File: config.mk
export PLATFORM = sky130hd
export DESIGN_NAME = fifo_readout
export DESIGN_NICKNAME = d
export VERILOG_FILES = /design/src/source/spi_cmd_pkg.sv /design/src/source/fifo_readout.sv
export SDC_FILE = /design/constraint.sdc
export NUM_CORES = 1
export LEC_CHECK = 0
export ABC_CLOCK_PERIOD_IN_PS = 3600
export BUFFER_PORTS_ARGS = -buffer_cell sky130_fd_sc_hd__clkbuf_2
export CORE_ASPECT_RATIO = 1.2
export CORE_MARGIN = 2
export CORE_UTILIZATION = 40
export DETAILED_ROUTE_END_ITERATION = 10
export PLACE_DENSITY = 0.9
export SLEW_MARGIN = 20
export SYNTH_ARGS = -nofsm -noshare
export SYNTH_HDL_FRONTEND = slang
export SYNTH_SLANG_ARGS = --single-unit
File: constraint.sdc
create_clock -name SCK -period 3.6 [get_ports SCK]
set_clock_uncertainty 0.15 [all_clocks]
set_input_delay 0.72 -clock SCK [delete_from_list [all_inputs] [get_ports SCK]]
set_output_delay 0.72 -clock SCK [all_outputs]
set_load 0.005 [all_outputs]
File: src/source/spi_cmd_pkg.sv
package spi_cmd_pkg;

    // Opcode field, bits 7..6 of the command byte
    typedef enum logic [1:0] {
        RDREG  = 2'b00,
        RDCRC  = 2'b01,
        WRREG  = 2'b10,
        RDDATA = 2'b11
    } cmd_op_t;

    // One-hot interpreter states
    typedef enum logic [4:0] {
        IDLE      = 5'b00001,
        READ_REG  = 5'b00010,
        WRITE_REG = 5'b00100,
        READ_DATA = 5'b01000,
        READ_CRC  = 5'b10000
    } cmd_state_t;

    typedef logic [5:0]   reg_addr_t;
    typedef logic [7:0]   reg_byte_t;
    typedef logic [15:0]  tx_word_t;
    typedef logic [13:0]  status_t;
    typedef logic [15:0]  temp_t;
    // Byte n of the config image sits at bits 8n upward
    typedef logic [511:0] cfg_bus_t;

    // Strobes and bytes from the SPI core
    typedef struct packed {
        logic      byte_rcvd;
        logic      word_rcvd;
        reg_byte_t cmd_byte;
        reg_byte_t data_byte;
    } spi_rx_t;

    // Write port towards the register file
    typedef struct packed {
        reg_addr_t reg_addr;
        reg_byte_t reg_value;
        logic      wr_en;
    } cfg_wr_t;

    // Group crossing in from the sampling clock domain
    typedef struct packed {
        status_t status;
        temp_t   tempval;
        logic    ensamp;
    } sync_in_t;

    ////////////////////
    // Response headers
    localparam logic [7:0] RESP_REGDATA = 8'hC0;
    localparam logic [1:0] RESP_STATUS  = 2'b01;

    ////////////////////
    // Address map
    localparam reg_addr_t CFG_LAST_ADDR  = 6'h23;
    localparam reg_addr_t ADDR_STATUS_LO = 6'h24;
    localparam reg_addr_t ADDR_STATUS_HI = 6'h25;
    localparam reg_addr_t ADDR_TEMP_HI   = 6'h2C;
    localparam reg_addr_t ADDR_TEMP_LO   = 6'h2D;

    // CRC-16-CCITT
    localparam tx_word_t CRC_POLY = 16'h1021;
    localparam tx_word_t CRC_INIT = 16'hFFFF;

endpackage

File: src/source/fifo_readout.sv
`timescale 1ns/1ps

module fifo_readout #(
    parameter int WORDS_PER_SAMPLE = 8
) (
    input  logic                              SCK,
    input  logic                              NRST,
    input  logic                              cs,
    input  spi_cmd_pkg::cmd_state_t           state,
    input  spi_cmd_pkg::spi_rx_t              rx,
    input  logic [WORDS_PER_SAMPLE*16-1:0]    adc_data,
    output spi_cmd_pkg::tx_word_t             data_word,
    output logic                              fifo_pop,
    output spi_cmd_pkg::tx_word_t             crc
);

    // At least one index bit even for single-word samples
    localparam int IDX_W = (WORDS_PER_SAMPLE > 1) ? $clog2(WORDS_PER_SAMPLE) : 1;

    logic [IDX_W-1:0]      word_idx;
    logic                  in_burst;
    logic                  word_tick;
    logic                  last_word;
    logic                  burst_started;
    logic                  pop_q;
    spi_cmd_pkg::tx_word_t crc_q;

    // MSB-first CRC-16-CCITT over one word
    function automatic spi_cmd_pkg::tx_word_t crc_next(spi_cmd_pkg::tx_word_t crc_in,
                                                        spi_cmd_pkg::tx_word_t data);
        spi_cmd_pkg::tx_word_t c;
        c = crc_in;
        for (int i = 15; i >= 0; i--) begin
            if (c[15] ^ data[i]) begin
                c = {c[14:0], 1'b0} ^ spi_cmd_pkg::CRC_POLY;
            end else begin
                c = {c[14:0], 1'b0};
            end
        end
        return c;
    endfunction

    assign in_burst  = (state == spi_cmd_pkg::READ_DATA);
    assign word_tick = in_burst && rx.word_rcvd;
    assign last_word = (word_idx == IDX_W'(WORDS_PER_SAMPLE - 1));

    // Word 0 is the lowest 16 bits of the sample
    assign data_word = adc_data[{word_idx, 4'b0000} +: 16];

    ////////////////////
    // Word counter
    always_ff @(posedge SCK or negedge NRST) begin
        if (!NRST) begin
            word_idx <= '0;
        end else if (!in_burst || cs) begin
            word_idx <= '0;
        end else if (word_tick) begin
            // Wrap onto the next sample
            word_idx <= last_word ? '0 : word_idx + 1'b1;
        end
    end

    // Pop after the last word, or when CS cuts a partial burst
    always_ff @(posedge SCK or negedge NRST) begin
        if (!NRST) begin
            pop_q <= 1'b0;
        end else begin
            pop_q <= (word_tick && last_word) || (in_burst && cs && (word_idx != '0));
        end
    end

    ////////////////////
    // CRC accumulator
    always_ff @(posedge SCK or negedge NRST) begin
        if (!NRST) begin
            crc_q         <= spi_cmd_pkg::CRC_INIT;
            burst_started <= 1'b0;
        end else if (word_tick) begin
            // Fresh seed on the first word of a burst
            crc_q         <= crc_next(burst_started ? crc_q : spi_cmd_pkg::CRC_INIT, data_word);
            burst_started <= 1'b1;
        end else if (!in_burst) begin
            // Value held for RDCRC
            burst_started <= 1'b0;
        end
    end

    assign fifo_pop = pop_q;
    assign crc      = crc_q;

endmodule

==> impl_metrics.json <==
{
  "status": "finished, final reports clean",
  "detailedRoute.firstPassIterationCount": 4,
  "design.portCount": 187,
  "post_synth_mux_area_share": 0.316,
  "synth_warnings": 0,
  "post-cts-setup-buffers": 0,
  "synth-seq-cells": 21,
  "cp_slowest_stage_delay_ns": 0.79,
  "timing.max_slew.rel_slack": 0.425,
  "asyncSetResetFlopFracSynth": 1.00,
  "ys_seq_area_frac": 0.207,
  "htreeDepth": 1,
  "synth_cells": 231,
  "die_outline_area_sq_um": 7250,
  "syn_avg_cell_area_sq_um": 11.4,
  "critical_path_buf_inv_count": 3,
  "antenna-diode-count": 0,
  "grt.met3_usage": 0.0390,
  "grt_overflow_total": 0,
  "grtUsageMet2": 0.448,
  "gp_congestion": 0.850,
  "post_synthesis_to_final_layout_area_growth_pct": 35.7,
  "number_of_flops_mapped_to_enable_cells_by_yosys": 0,
  "fin_area_sq_um": 3570,
  "ctsHoldBuffers": 0,
  "cts-buffers-inserted": 3,
  "cts-root-to-sink-buffers": 2,
  "synth.area.top_cells": "mux4_2 17%, dfstp_2 16%, xnor2_1 7.3%, mux2_2 6.4%, mux2i_1 5.7%",
  "synth_cell_type_count": 41,
  "crit_fanout": 25,
  "crit_top_cell": "buf_4",
  "holdCritPathClass": "input pin to async pin",
  "number_of_drc_markers_after_the_initial_detailed_route_iteration": 50,
  "share_of_the_synthesized_area_in_compound_gates_ao_oa_aoi_oai": 0.0746,
  "finish.net_count": 555,
  "detailed_place_hpwl_mm": 6.88,
  "clock_latency_reported_for_the_late_side_of_the_worst_skew_pair_ns": 0.26,
  "vias_in_the_first_global_route": 2665,
  "post_synth_instance_area_sq_um": 2630,
  "end_kind": "primary output",
  "route.antenna.remaining_nets": 0,
  "route.final.wire_length_mm": 7.95,
  "grt_use_total": 0.223,
  "die-width_microns": 78.1,
  "synthTopCellsByCount": "25 x nand2_1, 22 x xnor2_1, 20 x mux4_2, 16 x dfstp_2",
  "arrival_ns": 2.54,
  "dieHeight_microns": 92.9,
  "synth_top_cell_by_area": "mux4_2",
  "p_per_area_nw_per_um2": 279,
  "timing.critical_path.max_delay_family": "multiplexers",
  "finalHoldViolCount": 0,
  "worst_setup_hold_path_clk_slew_ns": 0.07,
  "final_max_slew_viol_count": 0,
  "synth_top_family_by_area": "multiplexers",
  "clockRootBuffer": "clkbuf_8",
  "grt_start_max_net_pins": 32,
  "yosys.area_share.xor_xnor": 0.239,
  "coreArea_sq_um": 6410,
  "drive_gt1_frac": 0.630,
  "cpMaxStageDelayCell": "dfrtp_2",
  "rsz0062_at_grt": "false",
  "postPlaceCellArea_sq_um": 3530,
  "yosys.area_share.simple": 0.0945,
  "timing.setup.tns_ns": 0,
  "grt_first_pass_wirelength_mm": 12.6,
  "tightestPinTransition_ns": 0.861,
  "starting_density_of_the_core": 0.411,
  "rrSetupSlack_ns": 0.27,
  "drcViolationCount": 0,
  "path_cells": "buf_4 > buf_4 > mux4_2 > mux2_2 > clkbuf_2",
  "timing.critical_path.required_ns": 2.73,
  "synth_largest_type_area_fraction": 0.171,
  "global_route.peak_usage_layer": "met2",
  "syn-num-nets": 388,
  "synth.most_common_cell": "nand2_1",
  "detailroute.via_count": 2459,
  "placement.io_buffers": 169,
  "vdd_ir_drop_max_uv": 165,
  "yosys.area_share.adder": 0.0143,
  "final_cells": 482,
  "grt_antenna_before_repair": 0,
  "min_period_ns": 3.41,
  "cts_tree": "yes",
  "final_min_period_over_clock_period": 0.946,
  "row_count": 32,
  "power.leakage_nw": 1.70,
  "detail_route.vias_per_cell": 5.10,
  "achievable-frequency_mhz": 294,
  "report.final.setup_viol": 0,
  "route.detailed.wl_per_inst_microns": 16.5,
  "max_cap_viol_count": 0,
  "top_ff_cell_synth": "dfstp_2",
  "cts-resized-gates": 0,
  "placedCellCount": 478,
  "worst_setup_path_start_kind": "register",
  "path_class": "register to primary output",
  "global_route.usage.met1": 0.226,
  "cts_num_sinks": 21
}
layer usage:
layer  vias up  wire (microns)
met1      1155            2820
met3        13             607
met5         -               0
met4         0             170
li1       1163               -
met2       128            4360
worst reg2reg max path, delay by kind of cell, from the launching register on:
family | cells | cell delay (ns)
AO/OA/AOI/OAI | 1 | 0.07
buffers and inverters | 1 | 0.28
flip-flops | 1 | 0.79
XOR/XNOR | 4 | 1.13
multiplexers | 2 | 0.82
layout make-up:
type / instances / area, sq um
multi-input cells: 187 / 1940
inverters: 9 / 33.8
well taps: 85 / 106
fillers: 574 / 2830
flip-flops and latches: 21 / 547
repair buffers: 176 / 898
clock buffers: 4 / 45.0
flip-flops by register name, indices dropped and copies added (netlist names):
name / cells
burst_started: 1
word_idx: 3
crc: 16
fifo_pop: 1
cell families (layout without fill, tap and decap cells):
logic type,after synthesis,in the layout
adder cells (fa/ha/maj),3,3
multiplexers,55,55
XOR/XNOR,47,47
buffers and inverters,23,189
AO/OA/AOI/OAI,30,30
flip-flops,21,21
AND/OR/NAND/NOR,52,52
placed cells by master (no fill, tap or decap), types with 3 or more instances in the layout:
cell and count:
a221o_1 3, buf_4 7, clkbuf_2 169, clkbuf_8 3
dfrtp_1 4, dfstp_2 16, ha_1 3, inv_1 9
mux2_1 3, mux2_2 15, mux2i_1 15, mux4_2 20
nand2_1 25, nand2b_1 6, nor2_1 4, nor2b_1 12
nor3_1 4, o21ai_0 6, o21ai_1 10, o22ai_1 5
xnor2_1 22, xnor2_2 6, xnor2_4 3, xor2_1 8
final timing paths:
kind / start / endpoint / depth (start not counted)
worst max-delay path: word_idx[0]$_DFFE_PN0P_ / data_word[6] / 5
worst min-delay path: NRST / word_idx[2]$_DFFE_PN0P_ / 1
worst max register to register: word_idx[0]$_DFFE_PN0P_ / crc[5]$_DFFE_PN1P_ / 8
worst min register to register: crc[7]$_DFFE_PN1P_ / crc[7]$_DFFE_PN1P_ / 2
max in group asynchronous: NRST / word_idx[0]$_DFFE_PN0P_ / 1
min in group SCK: crc[7]$_DFFE_PN1P_ / crc[7]$_DFFE_PN1P_ / 2
power breakdown:
| part | leakage, nW | internal, mW | switching [mW] | total, mW |
|---|---|---|---|---|
| clock | 0.0228 | 0.0790 | 0.0783 | 0.157 |
| sequential | 0.235 | 0.339 | 0.0496 | 0.389 |
| combinational | 1.44 | 0.253 | 0.197 | 0.450 |
per-stage QoR:
stage	total power [mW]	worst slack, ns	util	hold slack [ns]
after floorplan	0.644	0.712	-	0.274
after global placement	0.830	0.353	0.551	0.307
after detailed placement	0.849	0.237	0.551	0.316
after CTS	1.01	0.150	0.558	0.289
after global routing	1.07	0.0420	0.558	0.321
final	0.996	0.195	0.558	0.273
Note: power is estimated with default switching activity, not from simulation.
