==> src/source/spi_cmd_pkg.sv <==
package spi_cmd_pkg;

    // Opcode field, bits 7..6 of the command byte
    typedef enum logic [1:0] {
        RDREG  = 2'b00,
        RDCRC  = 2'b01,
        WRREG  = 2'b10,
        RDDATA = 2'b11
    } cmd_op_t;

    // One-hot interpreter states
    typedef enum logic [4:0] {
        IDLE      = 5'b00001,
        READ_REG  = 5'b00010,
        WRITE_REG = 5'b00100,
        READ_DATA = 5'b01000,
        READ_CRC  = 5'b10000
    } cmd_state_t;

    typedef logic [5:0]   reg_addr_t;
    typedef logic [7:0]   reg_byte_t;
    typedef logic [15:0]  tx_word_t;
    typedef logic [13:0]  status_t;
    typedef logic [15:0]  temp_t;
    // Byte n of the config image sits at bits 8n upward
    typedef logic [511:0] cfg_bus_t;

    // Strobes and bytes from the SPI core
    typedef struct packed {
        logic      byte_rcvd;
        logic      word_rcvd;
        reg_byte_t cmd_byte;
        reg_byte_t data_byte;
    } spi_rx_t;

    // Write port towards the register file
    typedef struct packed {
        reg_addr_t reg_addr;
        reg_byte_t reg_value;
        logic      wr_en;
    } cfg_wr_t;

    // Group crossing in from the sampling clock domain
    typedef struct packed {
        status_t status;
        temp_t   tempval;
        logic    ensamp;
    } sync_in_t;

    ////////////////////
    // Response headers
    localparam logic [7:0] RESP_REGDATA = 8'hC0;
    localparam logic [1:0] RESP_STATUS  = 2'b01;

    ////////////////////
    // Address map
    localparam reg_addr_t CFG_LAST_ADDR  = 6'h23;
    localparam reg_addr_t ADDR_STATUS_LO = 6'h24;
    localparam reg_addr_t ADDR_STATUS_HI = 6'h25;
    localparam reg_addr_t ADDR_TEMP_HI   = 6'h2C;
    localparam reg_addr_t ADDR_TEMP_LO   = 6'h2D;

    // CRC-16-CCITT
    localparam tx_word_t CRC_POLY = 16'h1021;
    localparam tx_word_t CRC_INIT = 16'hFFFF;

endpackage

==> src/source/cdc_sync.sv <==
`timescale 1ns/1ps

module cdc_sync (
    input  logic                  SCK,
    input  logic                  NRST,
    input  spi_cmd_pkg::sync_in_t async_in,
    output spi_cmd_pkg::sync_in_t sync_out
);

    // First stage may go metastable
    spi_cmd_pkg::sync_in_t meta_q;
    // Second stage is safe to use on SCK
    spi_cmd_pkg::sync_in_t sync_q;

    // Status, temperature and ensamp all go through the same chain
    // Multi-bit fields are assumed quasi-static at the source
    always_ff @(posedge SCK or negedge NRST) begin
        if (!NRST) begin
            meta_q <= '0;
            sync_q <= '0;
        end else begin
            meta_q <= async_in;
            sync_q <= meta_q;
        end
    end

    // Two edges from input change to output
    assign sync_out = sync_q;

endmodule

==> config.mk <==
export PLATFORM = sky130hd
export DESIGN_NAME = cdc_sync
export DESIGN_NICKNAME = d
export VERILOG_FILES = /design/src/source/spi_cmd_pkg.sv /design/src/source/cdc_sync.sv
export SDC_FILE = /design/constraint.sdc
export NUM_CORES = 1
export LEC_CHECK = 0
export BUFFER_PORTS_ARGS = -buffer_cell sky130_fd_sc_hd__buf_4
export CAP_MARGIN = 20
export CORE_MARGIN = 5
export CORE_UTILIZATION = 48
export CTS_BUF_LIST = sky130_fd_sc_hd__clkbuf_8
export CTS_CLUSTER_DIAMETER = 80
export DETAILED_ROUTE_END_ITERATION = 7
export PLACE_DENSITY = 0.82
export SETUP_SLACK_MARGIN = 0.15
export SLEW_MARGIN = 20
export SYNTH_ARGS = -nofsm -noshare
export SYNTH_HDL_FRONTEND = slang
export SYNTH_SLANG_ARGS = --single-unit
==> constraint.sdc <==
create_clock -name SCK -period 0.8 [get_ports SCK]
set_input_delay 0.08 -clock SCK [delete_from_list [all_inputs] [get_ports SCK]]
set_output_delay 0.08 -clock SCK [all_outputs]
set_load 0.02 [all_outputs]
==> metrics.log, run 1 <==
[metrics] Via-to-Cell Ratio: 4.20
[metrics] worst vdd ir: 2.03 mV
[metrics] starting utilization of the core area: 0.504
[metrics] number of nets produced by synthesis: 95
[metrics] number of distinct standard cells referenced by the synthesized netlist: 1
[metrics] final period demand of the worst path: 0.939 ns
[metrics] most common cell after layout, fill and taps aside: sky130_fd_sc_hd__dfrtp_1
[metrics] clock latency on the worst-skew pair: 0.33 ns
[metrics] Total GRT Usage: 0.211
[metrics] top post-synthesis cells by area: sky130_fd_sc_hd__dfrtp_1 (100%)
[metrics] post-route insts no fill: 219
[metrics] Pwr Density: 2380 nW/um^2
[metrics] violations in the final reports: negative setup slack
[metrics] top cell type by total area after synthesis: sky130_fd_sc_hd__dfrtp_1
[metrics] Lkg Pwr: 1.32 nW
[metrics] worst slew margin relative to its limit: 0.890
[metrics] first drt pass iteration count: 6
[metrics] top cell type's share of synthesized area: 1.00
[metrics] post-synthesis instance area: 1550 sq um
[metrics] part of the Yosys area used for sequential elements: 1.00
[metrics] number of top-level pins: 64
[metrics] die height: 66.9 um
[metrics] path type of the worst min-delay path: in2async
[metrics] post-synthesis cell count: 62
[metrics] DRC violation count after routing: 0
[metrics] Layout area overhead: 76.5%
[metrics] Critical Path, Cell by Cell: buf_6
[metrics] H-tree lvl count: 3
[metrics] DRT iter0 DRCs: 58
[metrics] number of buffers added by the clock tree synthesis step: 9
[metrics] antenna violations before repair: 0
[metrics] critical path peak fanout: 1
[metrics] Layout Nets: 203
[metrics] fin. max-slew vios: 0
[metrics] Crit path required time: 0.72 ns
[metrics] maximum clock insertion buffer count: 2
[metrics] mean cell area of the mapped netlist: 25.0 sq um
[metrics] Worst Tran Pin Value: 0.165 ns
[metrics] final number of setup-violating endpoints: 31
[metrics] RSZ-0062 raised after global routing: yes
[metrics] root buffer cell: sky130_fd_sc_hd__clkbuf_8
[metrics] commonest cells after routing, fill and taps aside: sky130_fd_sc_hd__dfrtp_1 (62), sky130_fd_sc_hd__dlygate4sd3_1 (32), sky130_fd_sc_hd__buf_4 (32), sky130_fd_sc_hd__buf_6 (31), sky130_fd_sc_hd__clkbuf_8 (9)
[metrics] hold slack final: 0.262 ns
[metrics] slowest stage delay, CP: 0.39 ns
[metrics] area enclosed by the die boundary: 4470 sq um
[metrics] number of vias in the routed layout: 919
[metrics] Buffers on Ports: 63
[metrics] upper clock frequency limit: 1.06 GHz
[metrics] cell family contributing the most delay on the critical path: flip-flops
[metrics] Die X-Extent: 66.9 um
[metrics] number of placed instances, taps included: 171
[metrics] clock transition at the register clock pins on the worst setup and hold paths after CTS: 0.07 ns
[metrics] antenna viol nets, final: 0
[metrics] category of the worst setup path launch point: register
[metrics] Site Rows: 20
[metrics] total number of clock tree sinks: 62
[metrics] vias in the first global route: 1110
[metrics] final setup slack of the worst path: -0.139 ns
[metrics] number of diodes: 0
[metrics] status: finished with violations
[metrics] fraction of final layout cells with drive strength greater than 1: 0.451
[metrics] category of the most critical setup path: reg2out
[metrics] area of combinational cells with multiple inputs: 0 sq um
[metrics] placeable core area: 3080 sq um
[metrics] average wire per cell in the routed design: 16.9 um
[metrics] CTS tree: yes
[metrics] crit share post-route: 1.17
[metrics] global-route wire length before repair: 6.09 mm
[metrics] type of element capturing the critical path: output pin
[metrics] CP bufs+invs: 1
[metrics] grt ovf: 0
[metrics] final hold violation count: 0
[metrics] number of storage elements in the synthesis netlist: 62
[metrics] Synthesis Warnings: 0
[metrics] Critical-path top delay cell: sky130_fd_sc_hd__dfrtp_1
[metrics] multi-input combinational cell count: 0
[metrics] routed wire length: 3.70 mm
[metrics] worst clock skew: 0.00594 ns
[metrics] worst slack at placement: 0.203 ns
[metrics] weighted congestion reported at the end of routability-driven placement: 0.674
[metrics] post-CTS setup buffer count: 0
[metrics] pin count of the biggest net entering global routing: 33
[metrics] signal arrival time at the worst endpoint: 0.86 ns
[metrics] maxcap violations: 0
[metrics] post-detail-place hpwl: 1.84 mm
[what timing repair did]
item / 4_1_cts / 5_1_grt
endpoints found under the hold margin: 93 / 0
gates resized for setup: 31 / 0
hold buffers: 32 / 0
setup endpoints to repair: 31 / 31
[sequential cells by signal, summed over array words and instances, names as in the netlist]
| signal | count |
|---|---|
| meta_q | 31 |
| sync_out | 31 |
[cell type report]
cell class	instances	area (sq um)
Sequential cell	62	1550
Timing Repair Buffer	97	950
Fill cell	127	340
Clock buffer	9	124
Clock inverter	7	57.6
Tap cell	44	55.1
[power breakdown]
part	internal, mW	switching, mW
clock	1.39	1.13
combinational	0.367	0.258
sequential	3.29	0.0642
[synthesized netlist by cell type, drive strengths merged]
cell type,n
dfrtp,62
[path summary, 6_finish.rpt]
path	startpoint	endpoint	slack, ns	cells past startpoint
worst max-delay path	sync_out[5]	sync_out[5]	-0.14	1
min in group SCK	meta_q[8]	sync_out[8]	0.35	0
max in group asynchronous	NRST	sync_out[12]	0.37	3
worst max register to register	meta_q[0]	sync_out[0]	0.31	0
worst min-delay path	NRST	meta_q[19]	0.26	3
worst min register to register	meta_q[8]	sync_out[8]	0.35	0
[stage by stage]
step                instance area [sq um]  total power [mW]  setup TNS, ns   util
CTS                                  2740              6.48          -3.90  0.889
floorplan                            1550              3.49              0      -
detailed placement                   2120              3.84              0  0.689
global placement                     2120              3.82              0  0.689
finish                               2740              6.50          -3.54  0.889
global route                         2740              6.81          -4.81  0.889
[routing by layer]
metal | wire [um] | vias to the layer above | global-route usage | part of all wire
li1 | - | 405 | - | -
met1 | 1250 | 449 | 0.224 | 0.34
met2 | 1950 | 55 | 0.338 | 0.53
met3 | 390 | 10 | 0.116 | 0.11
met4 | 116 | 0 | 0.101 | 0.031
met5 | 0 | - | 0 | 0
[logic make-up after synthesis]
family | Yosys count | synth area share
DFF | 62 | 1.00
(Power assumes the default switching activity.)
==> run 2, diff against run 1 <==
--- a/config.mk
+++ b/config.mk
@@ -12,7 +12,7 @@
 export CTS_BUF_LIST = sky130_fd_sc_hd__clkbuf_8
 export CTS_CLUSTER_DIAMETER = 80
 export DETAILED_ROUTE_END_ITERATION = 7
-export PLACE_DENSITY = 0.82
+export PLACE_DENSITY = 0.8
 export SETUP_SLACK_MARGIN = 0.15
 export SLEW_MARGIN = 20
 export SYNTH_ARGS = -nofsm -noshare
==> run 2 against run 1 <==
The flow still finishes with violations (negative setup slack); clock skew rose by 0.0027 ns; count of clock-buffer cells in the layout rose by 1; sequential power barely moved; wire length fell by 2.7%; first-iteration DRC count fell by 22%; worst hold slack improved by 0.055 ns; non-clock buffer count fell by 1; die area did not move; highest routed layer unchanged.
==> metrics.log, run 2 (same netlist as run 1, synthesis figures left out) <==
[metrics] status: finished with violations
[metrics] violations in the final reports: negative setup slack
[metrics] path type of the worst min-delay path: in2async
[metrics] vias in the first global route: 1143 (+3.0%)
[metrics] Critical-path top delay cell: sky130_fd_sc_hd__dfrtp_1
[metrics] die height: 66.9 um (unchanged)
[metrics] DRT iter0 DRCs: 45 (-22%)
[metrics] RSZ-0062 raised after global routing: yes
[metrics] worst vdd ir: 1.78 mV (-12%)
[metrics] clock transition at the register clock pins on the worst setup and hold paths after CTS: 0.06 ns (about the same)
[metrics] Final Core Density: 0.874 (-0.0150)
[metrics] Total Power: 6.14 mW (-5.5%)
[metrics] fraction of final layout cells with drive strength greater than 1: 0.442 (-0.00957)
[metrics] destination of the worst register-to-register timing path: sync_out[0]
[metrics] fin. max-slew vios: 0 (unchanged)
[metrics] clock latency on the worst-skew pair: 0.32 ns (about the same)
[metrics] most common cell after layout, fill and taps aside: sky130_fd_sc_hd__dfrtp_1
[metrics] cell family contributing the most delay on the critical path: flip-flops
[metrics] total number of clock tree sinks: 62 (unchanged)
[metrics] type of element capturing the critical path: output pin
[metrics] setup tns final: -3.33 ns (+0.209 ns)
[metrics] placed standard-cell area: 2100 sq um (-0.94%)
[metrics] share of total power in the clock network: 0.354 (-0.033)
[metrics] final number of setup-violating endpoints: 31 (unchanged)
[metrics] Layout area overhead: 73.5%
[metrics] met1 usage: 0.196 (-0.0282)
[metrics] Lkg Pwr: 1.30 nW (-1.8%)
[metrics] final period demand of the worst path: 0.935 ns (-0.00400 ns)
[metrics] maxcap violations: 0 (unchanged)
[metrics] DRC violation count after routing: 0 (unchanged)
[metrics] worst slew margin relative to its limit: 0.796 (-0.0944)
[metrics] antenna violations before repair: 0 (unchanged)
[metrics] average wire per cell in the routed design: 16.7 um (-1.3%)
[metrics] category of the worst setup path launch point: register
[metrics] slowest stage delay, CP: 0.40 ns (about the same)
[metrics] multi-input combinational cell count: 0 (unchanged)
[metrics] starting utilization of the core area: 0.504 (unchanged)
[metrics] Buffers on Ports: 63 (unchanged)
[metrics] upper clock frequency limit: 1.07 GHz (+0.43%)
[metrics] Site Rows: 20 (unchanged)
[metrics] root buffer cell: sky130_fd_sc_hd__clkbuf_8
[metrics] Register-to-Register Setup Slack: 0.30 ns (about the same)
[metrics] post-CTS setup buffer count: 0 (unchanged)
[metrics] signal arrival time at the worst endpoint: 0.86 ns (about the same)
[metrics] antenna viol nets, final: 0 (unchanged)
[metrics] Global Route met2 Usage: 0.358 (+0.0198)
[metrics] post-route insts no fill: 216 (-1.4%)
[metrics] number of diodes: 0 (unchanged)
[metrics] Die X-Extent: 66.9 um (unchanged)
[metrics] category of the most critical setup path: reg2out
[metrics] first drt pass iteration count: 3 (-3)
[metrics] met3 Usage GRT: 0.118 (+0.00169)
[metrics] Crit path required time: 0.72 ns (about the same)
[metrics] global-route wire length before repair: 6.03 mm (-0.90%)
[metrics] critical path peak fanout: 1 (unchanged)
[metrics] number of placed instances, taps included: 170 (-0.58%)
[metrics] Worst Tran Pin Value: 0.306 ns (+0.142 ns)
[metrics] internal cell power: 4.79 mW (-5.2%)
[metrics] placeable core area: 3080 sq um (unchanged)
[metrics] routed wire length: 3.60 mm (-2.7%)
[metrics] share of total power in sequential cells: 0.547 (+0.031)
[metrics] worst slack at placement: 0.202 ns (-0.000933 ns)
[metrics] number of vias in the routed layout: 907 (-1.3%)
[metrics] Critical Path, Cell by Cell: buf_6
[metrics] hold slack final: 0.317 ns (+0.0553 ns)
[metrics] Via-to-Cell Ratio: 4.20 (about the same)
[metrics] CTS tree: yes
[metrics] part of the total power dissipated in combinational logic: 0.099 (+0.003)
[metrics] grt ovf: 0 (unchanged)
[metrics] commonest cells after routing, fill and taps aside: sky130_fd_sc_hd__dfrtp_1 (62), sky130_fd_sc_hd__dlygate4sd3_1 (32), sky130_fd_sc_hd__buf_4 (32), sky130_fd_sc_hd__buf_6 (31), sky130_fd_sc_hd__clkbuf_8 (10)
[metrics] reg-to-reg critical path startpoint: meta_q[0]
[metrics] worst clock skew: 0.00862 ns (+0.00268 ns)
[metrics] Pwr Density: 2280 nW/um^2 (-3.9%)
[metrics] CP bufs+invs: 1 (unchanged)
[metrics] Total GRT Usage: 0.205 (-0.00516)
[metrics] crit share post-route: 1.17 (-0.00500)
[metrics] area enclosed by the die boundary: 4470 sq um (unchanged)
[metrics] global-route layer with the greatest usage: met2
[metrics] Design Area, Final: 2690 sq um (-1.7%)
[metrics] net switching share of the total power: 0.220 (-0.00275)
[metrics] number of buffers added by the clock tree synthesis step: 9 (unchanged)
[metrics] area of combinational cells with multiple inputs: 0 sq um (unchanged)
[metrics] weighted congestion reported at the end of routability-driven placement: 0.693 (+2.7%)
[metrics] final setup slack of the worst path: -0.135 ns (+0.00400 ns)
[metrics] number of top-level pins: 64 (unchanged)
[metrics] Layout Nets: 202 (-0.49%)
[metrics] H-tree lvl count: 3 (unchanged)
[metrics] final hold violation count: 0 (unchanged)
[metrics] post-detail-place hpwl: 1.89 mm (+2.8%)
[metrics] maximum clock insertion buffer count: 2 (unchanged)
[metrics] pin count of the biggest net entering global routing: 63 (+91%)
[metrics] net load switching power: 1.35 mW (-6.7%)
[metrics] path depth of the worst reg2reg path: 0 (unchanged)
==> run 2: cell count changes in the layout (fill, tap and decap cells not counted) <==
| cell | change |
|---|---|
| sky130_fd_sc_hd__buf_12 | -1 |
| sky130_fd_sc_hd__clkbuf_8 | +1 |
| sky130_fd_sc_hd__clkinv_2 | -2 |
| sky130_fd_sc_hd__bufinv_16 | -1 |
==> run 2: worst max path at each step <==
stage            startpoint            to  cells past startpoint
2_1_floorplan   sync_out[0]   sync_out[0]                      0
5_1_grt         sync_out[2]   sync_out[2]                      1
4_1_cts         sync_out[2]   sync_out[2]                      1
3_5_place_dp   sync_out[25]  sync_out[25]                      1
6_report        sync_out[2]   sync_out[2]                      1
3_3_place_gp   sync_out[19]  sync_out[19]                      1
==> run 2: cell type report <==
| cell class | instances | area [sq um] |
|---|---|---|
| repair buffers | 96 | 930 |
| flip-flops and latches | 62 | 1550 |
| clock buffers | 10 | 138 |
| fillers | 139 | 387 |
| well taps | 44 | 55.1 |
| clock inverters | 4 | 17.5 |
==> run 2: repair_timing <==
item / CTS / global route
hold buffers: 32 / 0
endpoints found under the hold margin: 93 / 0
endpoints found under the setup margin: 31 / 31
resized for setup: 31 / 0
==> run 2: power groups by stage <==
stage / Sequential (mW) / Clock (mW) / Combinational (mW)
final: 3.36 / 2.17 / 0.611
after global routing: 3.38 / 2.42 / 0.652
after CTS: 3.36 / 2.22 / 0.604
after detailed placement: 3.40 / 0 / 0.430
after global placement: 3.39 / 0 / 0.418
after floorplan: 3.49 / 0 / 0
==> run 2: per-layer routing <==
metal | part of all wire | vias to the layer above
li1 | - | 402
met1 | 0.30 | 450
met2 | 0.57 | 51
met3 | 0.12 | 4
met4 | 0.015 | 0
met5 | 0 | -
