==> config.mk <==
export PLATFORM = sky130hd
export DESIGN_NAME = reg_access
export DESIGN_NICKNAME = d
export VERILOG_FILES = /design/src/source/spi_cmd_pkg.sv /design/src/source/reg_access.sv
export SDC_FILE = /design/constraint.sdc
export NUM_CORES = 1
export LEC_CHECK = 0
export ABC_AREA = 1
export BUFFER_PORTS_ARGS = -buffer_cell sky130_fd_sc_hd__buf_4
export CAP_MARGIN = 0
export CORE_AREA = 5 5 232 234
export DETAILED_ROUTE_END_ITERATION = 12
export DIE_AREA = 0 0 237 239
export GPL_TIMING_DRIVEN = 0
export SYNTH_ARGS = -nofsm -noshare
export SYNTH_HDL_FRONTEND = slang
export SYNTH_SLANG_ARGS = --single-unit
export TNS_END_PERCENT = 10
==> constraint.sdc <==
create_clock -name SCK -period 4.2 [get_ports SCK]
set_clock_uncertainty 0.2 [all_clocks]
set_input_delay 0.84 -clock SCK [delete_from_list [all_inputs] [get_ports SCK]]
set_output_delay 0.84 -clock SCK [all_outputs]
set_load 0.03 [all_outputs]
==> src/source/spi_cmd_pkg.sv <==
package spi_cmd_pkg;

    // Opcode field, bits 7..6 of the command byte
    typedef enum logic [1:0] {
        RDREG  = 2'b00,
        RDCRC  = 2'b01,
        WRREG  = 2'b10,
        RDDATA = 2'b11
    } cmd_op_t;

    // One-hot interpreter states
    typedef enum logic [4:0] {
        IDLE      = 5'b00001,
        READ_REG  = 5'b00010,
        WRITE_REG = 5'b00100,
        READ_DATA = 5'b01000,
        READ_CRC  = 5'b10000
    } cmd_state_t;

    typedef logic [5:0]   reg_addr_t;
    typedef logic [7:0]   reg_byte_t;
    typedef logic [15:0]  tx_word_t;
    typedef logic [13:0]  status_t;
    typedef logic [15:0]  temp_t;
    // Byte n of the config image sits at bits 8n upward
    typedef logic [511:0] cfg_bus_t;

    // Strobes and bytes from the SPI core
    typedef struct packed {
        logic      byte_rcvd;
        logic      word_rcvd;
        reg_byte_t cmd_byte;
        reg_byte_t data_byte;
    } spi_rx_t;

    // Write port towards the register file
    typedef struct packed {
        reg_addr_t reg_addr;
        reg_byte_t reg_value;
        logic      wr_en;
    } cfg_wr_t;

    // Group crossing in from the sampling clock domain
    typedef struct packed {
        status_t status;
        temp_t   tempval;
        logic    ensamp;
    } sync_in_t;

    ////////////////////
    // Response headers
    localparam logic [7:0] RESP_REGDATA = 8'hC0;
    localparam logic [1:0] RESP_STATUS  = 2'b01;

    ////////////////////
    // Address map
    localparam reg_addr_t CFG_LAST_ADDR  = 6'h23;
    localparam reg_addr_t ADDR_STATUS_LO = 6'h24;
    localparam reg_addr_t ADDR_STATUS_HI = 6'h25;
    localparam reg_addr_t ADDR_TEMP_HI   = 6'h2C;
    localparam reg_addr_t ADDR_TEMP_LO   = 6'h2D;

    // CRC-16-CCITT
    localparam tx_word_t CRC_POLY = 16'h1021;
    localparam tx_word_t CRC_INIT = 16'hFFFF;

endpackage

==> src/source/reg_access.sv <==
`timescale 1ns/1ps

module reg_access (
    input  logic                    SCK,
    input  logic                    NRST,
    input  spi_cmd_pkg::cmd_state_t state,
    input  spi_cmd_pkg::reg_addr_t  reg_addr,
    input  spi_cmd_pkg::spi_rx_t    rx,
    input  spi_cmd_pkg::sync_in_t   sync,
    input  spi_cmd_pkg::cfg_bus_t   cfg_data,
    output spi_cmd_pkg::cfg_wr_t    cfg_wr,
    output spi_cmd_pkg::reg_byte_t  rd_byte
);

    logic                   is_cfg;
    logic                   wr_ok;
    logic                   wr_en_q;
    spi_cmd_pkg::reg_addr_t wr_addr_q;
    spi_cmd_pkg::reg_byte_t wr_value_q;

    // Physical config bytes run from 0 to the last address
    assign is_cfg = (reg_addr <= spi_cmd_pkg::CFG_LAST_ADDR);

    // Sampling locks all config bytes but the last one
    assign wr_ok = is_cfg &&
                   (!sync.ensamp || (reg_addr == spi_cmd_pkg::CFG_LAST_ADDR));

    ////////////////////
    // Write path
    always_ff @(posedge SCK or negedge NRST) begin
        if (!NRST) begin
            wr_en_q <= 1'b0;
        end else begin
            // One-cycle strobe after the data frame
            wr_en_q <= (state == spi_cmd_pkg::WRITE_REG) && rx.word_rcvd && wr_ok;
        end
    end

    // Address and value held with the strobe
    always_ff @(posedge SCK or negedge NRST) begin
        if (!NRST) begin
            wr_addr_q  <= '0;
            wr_value_q <= '0;
        end else if ((state == spi_cmd_pkg::WRITE_REG) && rx.word_rcvd && wr_ok) begin
            wr_addr_q  <= reg_addr;
            wr_value_q <= rx.data_byte;
        end
    end

    assign cfg_wr.reg_addr  = wr_addr_q;
    assign cfg_wr.reg_value = wr_value_q;
    assign cfg_wr.wr_en     = wr_en_q;

    ////////////////////
    // Read multiplexer
    always_comb begin
        rd_byte = '0;
        if (is_cfg) begin
            rd_byte = cfg_data[{reg_addr, 3'b000} +: 8];
        end else begin
            case (reg_addr)
                spi_cmd_pkg::ADDR_STATUS_LO: rd_byte = sync.status[7:0];
                // Upper six flags with zero extension
                spi_cmd_pkg::ADDR_STATUS_HI: rd_byte = {2'b00, sync.status[13:8]};
                spi_cmd_pkg::ADDR_TEMP_HI:   rd_byte = sync.tempval[15:8];
                spi_cmd_pkg::ADDR_TEMP_LO:   rd_byte = sync.tempval[7:0];
                // Unmapped reads give zero
                default:                     rd_byte = '0;
            endcase
        end
    end

endmodule

==> impl_metrics.env, run 1 <==
export IMPL_synthesis_area_um2=4160
export IMPL_die_area_um2=56600
export IMPL_drc_errors=0
export IMPL_avgRoutedWirePerCell_um=19.4
export IMPL_cts_made_buffers=3
export IMPL_cp_max_fo=10
export IMPL_ctsLongestPathBuffers=2
export IMPL_p_leak_uw=0.00437
export IMPL_grt_usage=0.125
export IMPL_highest_signal_layer="met5"
export IMPL_status="finished, final reports clean"
export IMPL_p_per_area_nw_per_um2=139
export IMPL_post_cts_buffers=0
export IMPL_io_pins=597
export IMPL_cts_tree="done"
export IMPL_slew_viol_final=0
export IMPL_total_power_uw=1120
export IMPL_clock_sinks=15
export IMPL_rows=84
export IMPL_dp_slack_ps=-54.0
export IMPL_cp_arrival_ps=2950
export IMPL_dp_cells=1970
export IMPL_final_hold_viol_count=0
export IMPL_gp_congestion=0.847
export IMPL_peakVddDrop_mv=0.108
export IMPL_antenna_found_initial=9
export IMPL_worstMarginPinSlew_ps=932
export IMPL_start_util=0.0802
export IMPL_synth_nets=1464
export IMPL_clkTransAtPathRegs_ps=50
export IMPL_crit_type="in -> out"
export IMPL_ys_seq_area_frac=0.0903
export IMPL_post_cts_resized=2
export IMPL_clockRootBuffer="clkbuf_16"
export IMPL_yosysWarnings=0
export IMPL_die_h_um=239
export IMPL_core_um2=51800
export IMPL_synth_distinct_cells=30
export IMPL_layoutNonFillerInstCount=1975
export IMPL_dp_hpwl_mm=33.2
export IMPL_grt_pass1_vias=6917
export IMPL_met3RoutedLength_mm=2.75
export IMPL_antenna_left=0
export IMPL_avgSynthCellArea_um2=4.67
export IMPL_cp_required_ps=3160
export IMPL_drt_first_pass_iters=5
export IMPL_overflow=0
export IMPL_drv_cap=0
export IMPL_post_route_period_util=0.949
export IMPL_relSlewSlack=0.379
export IMPL_synth_seq_cells=15
export IMPL_syn_inst=890
export IMPL_rsz0062_at_grt="yes"
export IMPL_htreeDepth=1
export IMPL_worst_slack_ps=214
export IMPL_endpoint_kind="output pin"
export IMPL_wl_met1_mm=17.3
export IMPL_period_needed_ps=3990
export IMPL_nNetsFinal=1861
export IMPL_area_delta_synth_final_pct=93.7
export IMPL_io_buffers=392
export IMPL_clkLatencyLatePin_ps=240
export IMPL_viasPerCell=3.52
export IMPL_grt_pass1_wl_mm=50.3
export IMPL_grt_max_degree=16
export IMPL_postCtsHoldBufs=0
export IMPL_setup_viol=0
export IMPL_startpoint_type="input port"
export IMPL_post_route_util=0.155
export IMPL_drive_gt1_frac=0.366
export IMPL_fp_dieW_um=237
export IMPL_wl_met2_mm=17.6
export IMPL_holdCritPathClass="in -> async"
export IMPL_max_freq_ghz=0.251
export IMPL_num_vias=6944
export IMPL_drtIter0Drc=292
export IMPL_finalWirelength_mm=38.3
-- critical path, stage by stage --
cell,delay (ps)
buf_6,140
clkbuf_1,720
nand3_1,160
a31oi_1,350
nor2_1,180
nand2_1,90
nand3_1,170
nand2_1,110
buf_4,160
-- final cells by class --
type / instances / area (µm²)
Fill cell: 6156 / 43800
Multi-Input combinational cell: 732 / 3130
Timing Repair Buffer: 392 / 2940
Tap cell: 688 / 861
Sequential cell: 15 / 375
Inverter: 93 / 352
Buffer: 50 / 308
Clock buffer: 3 / 75.1
Clock inverter: 1 / 5.00
Antenna cell: 1 / 2.50
-- cell usage after synthesis, drive strengths merged --
master / number / share of area
buf: 42 / 0.065
inv: 92 / 0.084
a21oi: 34 / 0.042
nand3b: 2 / 0.0045
clkinv: 1 / 0.00090
a22oi: 2 / 0.0036
nand2: 460 / 0.42
o31ai: 1 / 0.0051
a31oi: 14 / 0.021
dfrtp: 15 / 0.090
o21ai: 33 / 0.045
a211o: 1 / 0.0021
nor2: 89 / 0.088
nand4: 7 / 0.011
nor3: 3 / 0.0060
clkbuf: 8 / 0.0072
nand3: 86 / 0.10
-- cell families after synthesis --
| logic type | Yosys count | synth area share |
|---|---|---|
| compound gates | 85 | 0.119 |
| buf+inv | 143 | 0.157 |
| flops | 15 | 0.0903 |
| simple gates | 647 | 0.634 |
-- per-layer routing --
layer  global-route usage  vias up
met2                0.213      327
met3               0.0256       39
met5                    0        -
li1                     -     3538
met1                0.167     3030
met4               0.0187       10
-- power breakdown --
| group | internal (µW) | total [µW] | switching (µW) |
|---|---|---|---|
| sequential | 157 | 165 | 7.96 |
| clock | 127 | 182 | 55.2 |
| combinational | 359 | 772 | 413 |
| total | 644 | 1120 | 476 |
-- registers in the layout (all words and copies together) (netlist names) --
signal,cells
wr_addr_q,6
wr_en_q,1
wr_value_q,8
-- path summary, 6_finish.rpt --
check                         startpoint  depth (start not counted)             to  slack, ps
max                          reg_addr[1]                          9     rd_byte[2]        210
min                                 NRST                          1  wr_value_q[1]        240
max reg2reg                 wr_addr_q[1]                          2   wr_addr_q[1]       3330
min reg2reg                wr_value_q[1]                          2  wr_value_q[1]        280
max in group asynchronous           NRST                          1   wr_addr_q[3]       3390
min in group SCK           wr_value_q[1]                          2  wr_value_q[1]        280
-- per-stage QoR --
stage / setup TNS, ps / hold slack (ps) / instance area, µm²
after floorplan: 0 / 344 / 4160
after CTS: 0 / 245 / 8040
final: 0 / 240 / 8050
after global placement: -158 / 267 / 7960
after global routing: -26.0 / 260 / 8050
after detailed placement: -102 / 269 / 7960
-- cells in the final DEF (no fill, tap or decap), types with 2 or more instances in the layout --
cell type	synthesis	final
clkbuf_4	0	2
clkbuf_1	8	6
nor3_2	2	2
o21ai_1	6	6
buf_6	5	5
nand4_1	7	7
o21ai_0	21	21
nand2_2	7	7
clkbuf_2	0	2
a31oi_1	14	14
clkbuf_16	0	3
inv_2	7	8
nor2_4	4	4
nand2_1	452	452
o21ai_2	6	6
a21oi_1	33	33
dfrtp_1	15	15
buf_2	24	22
nor2_1	85	85
buf_4	12	404
nand3_1	86	86
a22oi_1	2	2
inv_1	84	83
Power figures use the tool's default switching activity.
==> run 2, diff against run 1 <==
--- a/config.mk
+++ b/config.mk
@@ -6,12 +6,13 @@
 export NUM_CORES = 1
 export LEC_CHECK = 0
 export ABC_AREA = 1
-export BUFFER_PORTS_ARGS = -buffer_cell sky130_fd_sc_hd__buf_4
+export BUFFER_PORTS_ARGS = -buffer_cell sky130_fd_sc_hd__buf_2
 export CAP_MARGIN = 0
 export CORE_AREA = 5 5 232 234
 export DETAILED_ROUTE_END_ITERATION = 12
 export DIE_AREA = 0 0 237 239
 export GPL_TIMING_DRIVEN = 0
+export SLEW_MARGIN = 20
 export SYNTH_ARGS = -nofsm -noshare
 export SYNTH_HDL_FRONTEND = slang
 export SYNTH_SLANG_ARGS = --single-unit
==> constraint.sdc (replaced) <==
create_clock -name SCK -period 4.2 [get_ports SCK]
set_clock_uncertainty 0.2 [all_clocks]
set_input_delay 0.21 -clock SCK [delete_from_list [all_inputs] [get_ports SCK]]
set_output_delay 0.21 -clock SCK [all_outputs]
set_load 0.03 [all_outputs]
==> run 2 against run 1 <==
Against the previous run: fmax up 29%; combinational power is 13% lower; wire length shrank 0.73%; final cell count increased by 0.61%; worst setup slack improved by 890 ps; sequential power barely moved; flip-flop and latch count stayed put; critical endpoint is now rd_byte[5]; largest cell class is now multi-input combinational cells; critical path depth is 1 higher.
==> impl_metrics.env, run 2 (synthesis gave the netlist of run 1 again) <==
export IMPL_drv_cap=0
export IMPL_regToRegEndpoint="wr_addr_q[1]"
export IMPL_final_cell_mix="nand2_1, buf_2, nand3_1, nor2_1, inv_1"
export IMPL_antenna_left=0
export IMPL_cp_arrival_ps=2690
export IMPL_final_hold_viol_count=0
export IMPL_gp_congestion=0.846
export IMPL_reg2reg_setup_slack_ps=3310
export IMPL_critPathSlowestCell="clkbuf_1"
export IMPL_drtIter0Drc=284
export IMPL_startpoint="reg_addr[2]"
export IMPL_overflow=0
export IMPL_endpoint="rd_byte[5]"
export IMPL_drc_errors=0
export IMPL_drive_gt1_frac=0.361
export IMPL_clkTransAtPathRegs_ps=40
export IMPL_crit_top_cell="nand2_1"
export IMPL_htreeDepth=1
export IMPL_grt_pass1_wl_mm=49.9
export IMPL_rsz0062_at_grt="no"
export IMPL_cp_required_ps=3790
export IMPL_viasPerCell=3.58
export IMPL_nNetsFinal=1870
export IMPL_holdCritPathClass="in -> reg"
export IMPL_peakVddDrop_mv=0.104
export IMPL_period_needed_ps=3100
export IMPL_dp_cells=1970
export IMPL_p_leak_uw=0.00408
export IMPL_dp_slack_ps=1080
export IMPL_endpoint_kind="output pin"
export IMPL_finalWirelength_mm=38.0
export IMPL_rows=84
export IMPL_cts_tree="done"
export IMPL_crit_chain="buf_2, nor2_4, clkbuf_1, nand2_1, nand2_1, nor2_1, nand2_1, nand3_1, nand2_1, buf_2"
export IMPL_drt_first_pass_iters=5
export IMPL_die_area_um2=56600
export IMPL_clkLatencyLatePin_ps=240
export IMPL_setup_viol=0
export IMPL_r2r_start="wr_addr_q[1]"
export IMPL_max_freq_ghz=0.323
export IMPL_status="finished, final reports clean"
export IMPL_setup_tns_ps=0
export IMPL_clockRootBuffer="clkbuf_16"
export IMPL_layout_commonest_cell="nand2_1"
export IMPL_min_path_cells=3
export IMPL_startpoint_type="input port"
export IMPL_post_route_util=0.138
export IMPL_relSlewSlack=0.350
export IMPL_area_delta_synth_final_pct=72.2
export IMPL_max_stage_delay_ps=770
export IMPL_largest_register_ff_count=8
export IMPL_layoutNonFillerInstCount=1987
export IMPL_ctsLongestPathBuffers=2
export IMPL_cts_made_buffers=3
export IMPL_antenna_found_initial=15
export IMPL_crit_type="in -> out"
export IMPL_post_cts_resized=0
export IMPL_r2r_cells=2
export IMPL_grt_max_degree=16
export IMPL_regMostFlops="wr_value_q"
export IMPL_cp_max_fo=10
export IMPL_fp_dieW_um=237
export IMPL_clock_sinks=15
export IMPL_p_per_area_nw_per_um2=143
export IMPL_slew_viol_final=0
export IMPL_post_route_period_util=0.738
export IMPL_worst_slack_ps=1100
export IMPL_grt_usage=0.124
export IMPL_dp_hpwl_mm=32.9
export IMPL_io_buffers=392
export IMPL_num_vias=7106
export IMPL_io_pins=597
export IMPL_start_util=0.0802
export IMPL_avgRoutedWirePerCell_um=19.1
export IMPL_grt_pass1_vias=7071
export IMPL_worstMarginPinSlew_ps=974
export IMPL_die_h_um=239
export IMPL_core_um2=51800
export IMPL_largestRegisters="wr_value_q: 8 flops, wr_addr_q: 6 flops, wr_en_q: 1 flops"
run 2: cell types whose count changed in the layout (fill, tap and decap cells not counted), sizes merged:
cell / previous run / this run
diode: 1 / 4
clkbuf: 13 / 12
clkinv: 2 / 1
dlygate4sd3: 0 / 9
buf: 432 / 434
run 2: through the flow:
step / total power (µW) / instance area [µm²] / hold WS (ps)
global placement: 847 / 6980 / -72.9
detailed placement: 850 / 6980 / -67.4
global route: 1110 / 7150 / 117
CTS: 1040 / 7150 / 104
finish: 1020 / 7160 / 114
floorplan: 471 / 4160 / -286
run 2: worst min-delay path by stage:
stage,from,end,slack (ps)
after floorplan,NRST,wr_addr_q[0],-290
after global placement,NRST,wr_value_q[1],-70
after detailed placement,NRST,wr_addr_q[1],-70
after CTS,reg_addr[2],wr_addr_q[2],100
after global routing,reg_addr[2],wr_addr_q[2],120
final,reg_addr[2],wr_addr_q[2],110
run 2: final cells by class:
cell class	instances	area, µm²
fillers	6225	44700
multi-input cells	732	3130
repair buffers	401	2050
well taps	688	861
flip-flops and latches	15	375
inverters	93	352
plain buffers	50	300
clock buffers	4	78.8
diodes	4	10.0
run 2: worst max-delay path: cells and delay by family:
kind / cells / cell delay (ps)
buffers and inverters: 3 / 1130
and+or+nand+nor: 7 / 1330
run 2: where the power goes:
| part | total (µW) | switching (µW) | internal, µW |
|---|---|---|---|
| clock network | 181 | 53.0 | 128 |
| registers | 165 | 7.47 | 158 |
| logic | 674 | 417 | 257 |
run 2: repair_timing:
action	4_1_cts	5_1_grt
hold buffers	9	0
setup buffers	0	0
endpoints found under the setup margin	0	0
endpoints found under the hold margin	23	0
run 2: per-layer routing:
metal / wire length, µm / share of wire / up-vias / GRT usage
li1: - / - / 3564 / -
met1: 17300 / 0.46 / 3136 / 0.168
met2: 17200 / 0.45 / 355 / 0.211
met3: 2720 / 0.072 / 43 / 0.0213
met4: 723 / 0.019 / 8 / 0.0226
met5: 35 / 0.00092 / - / 0
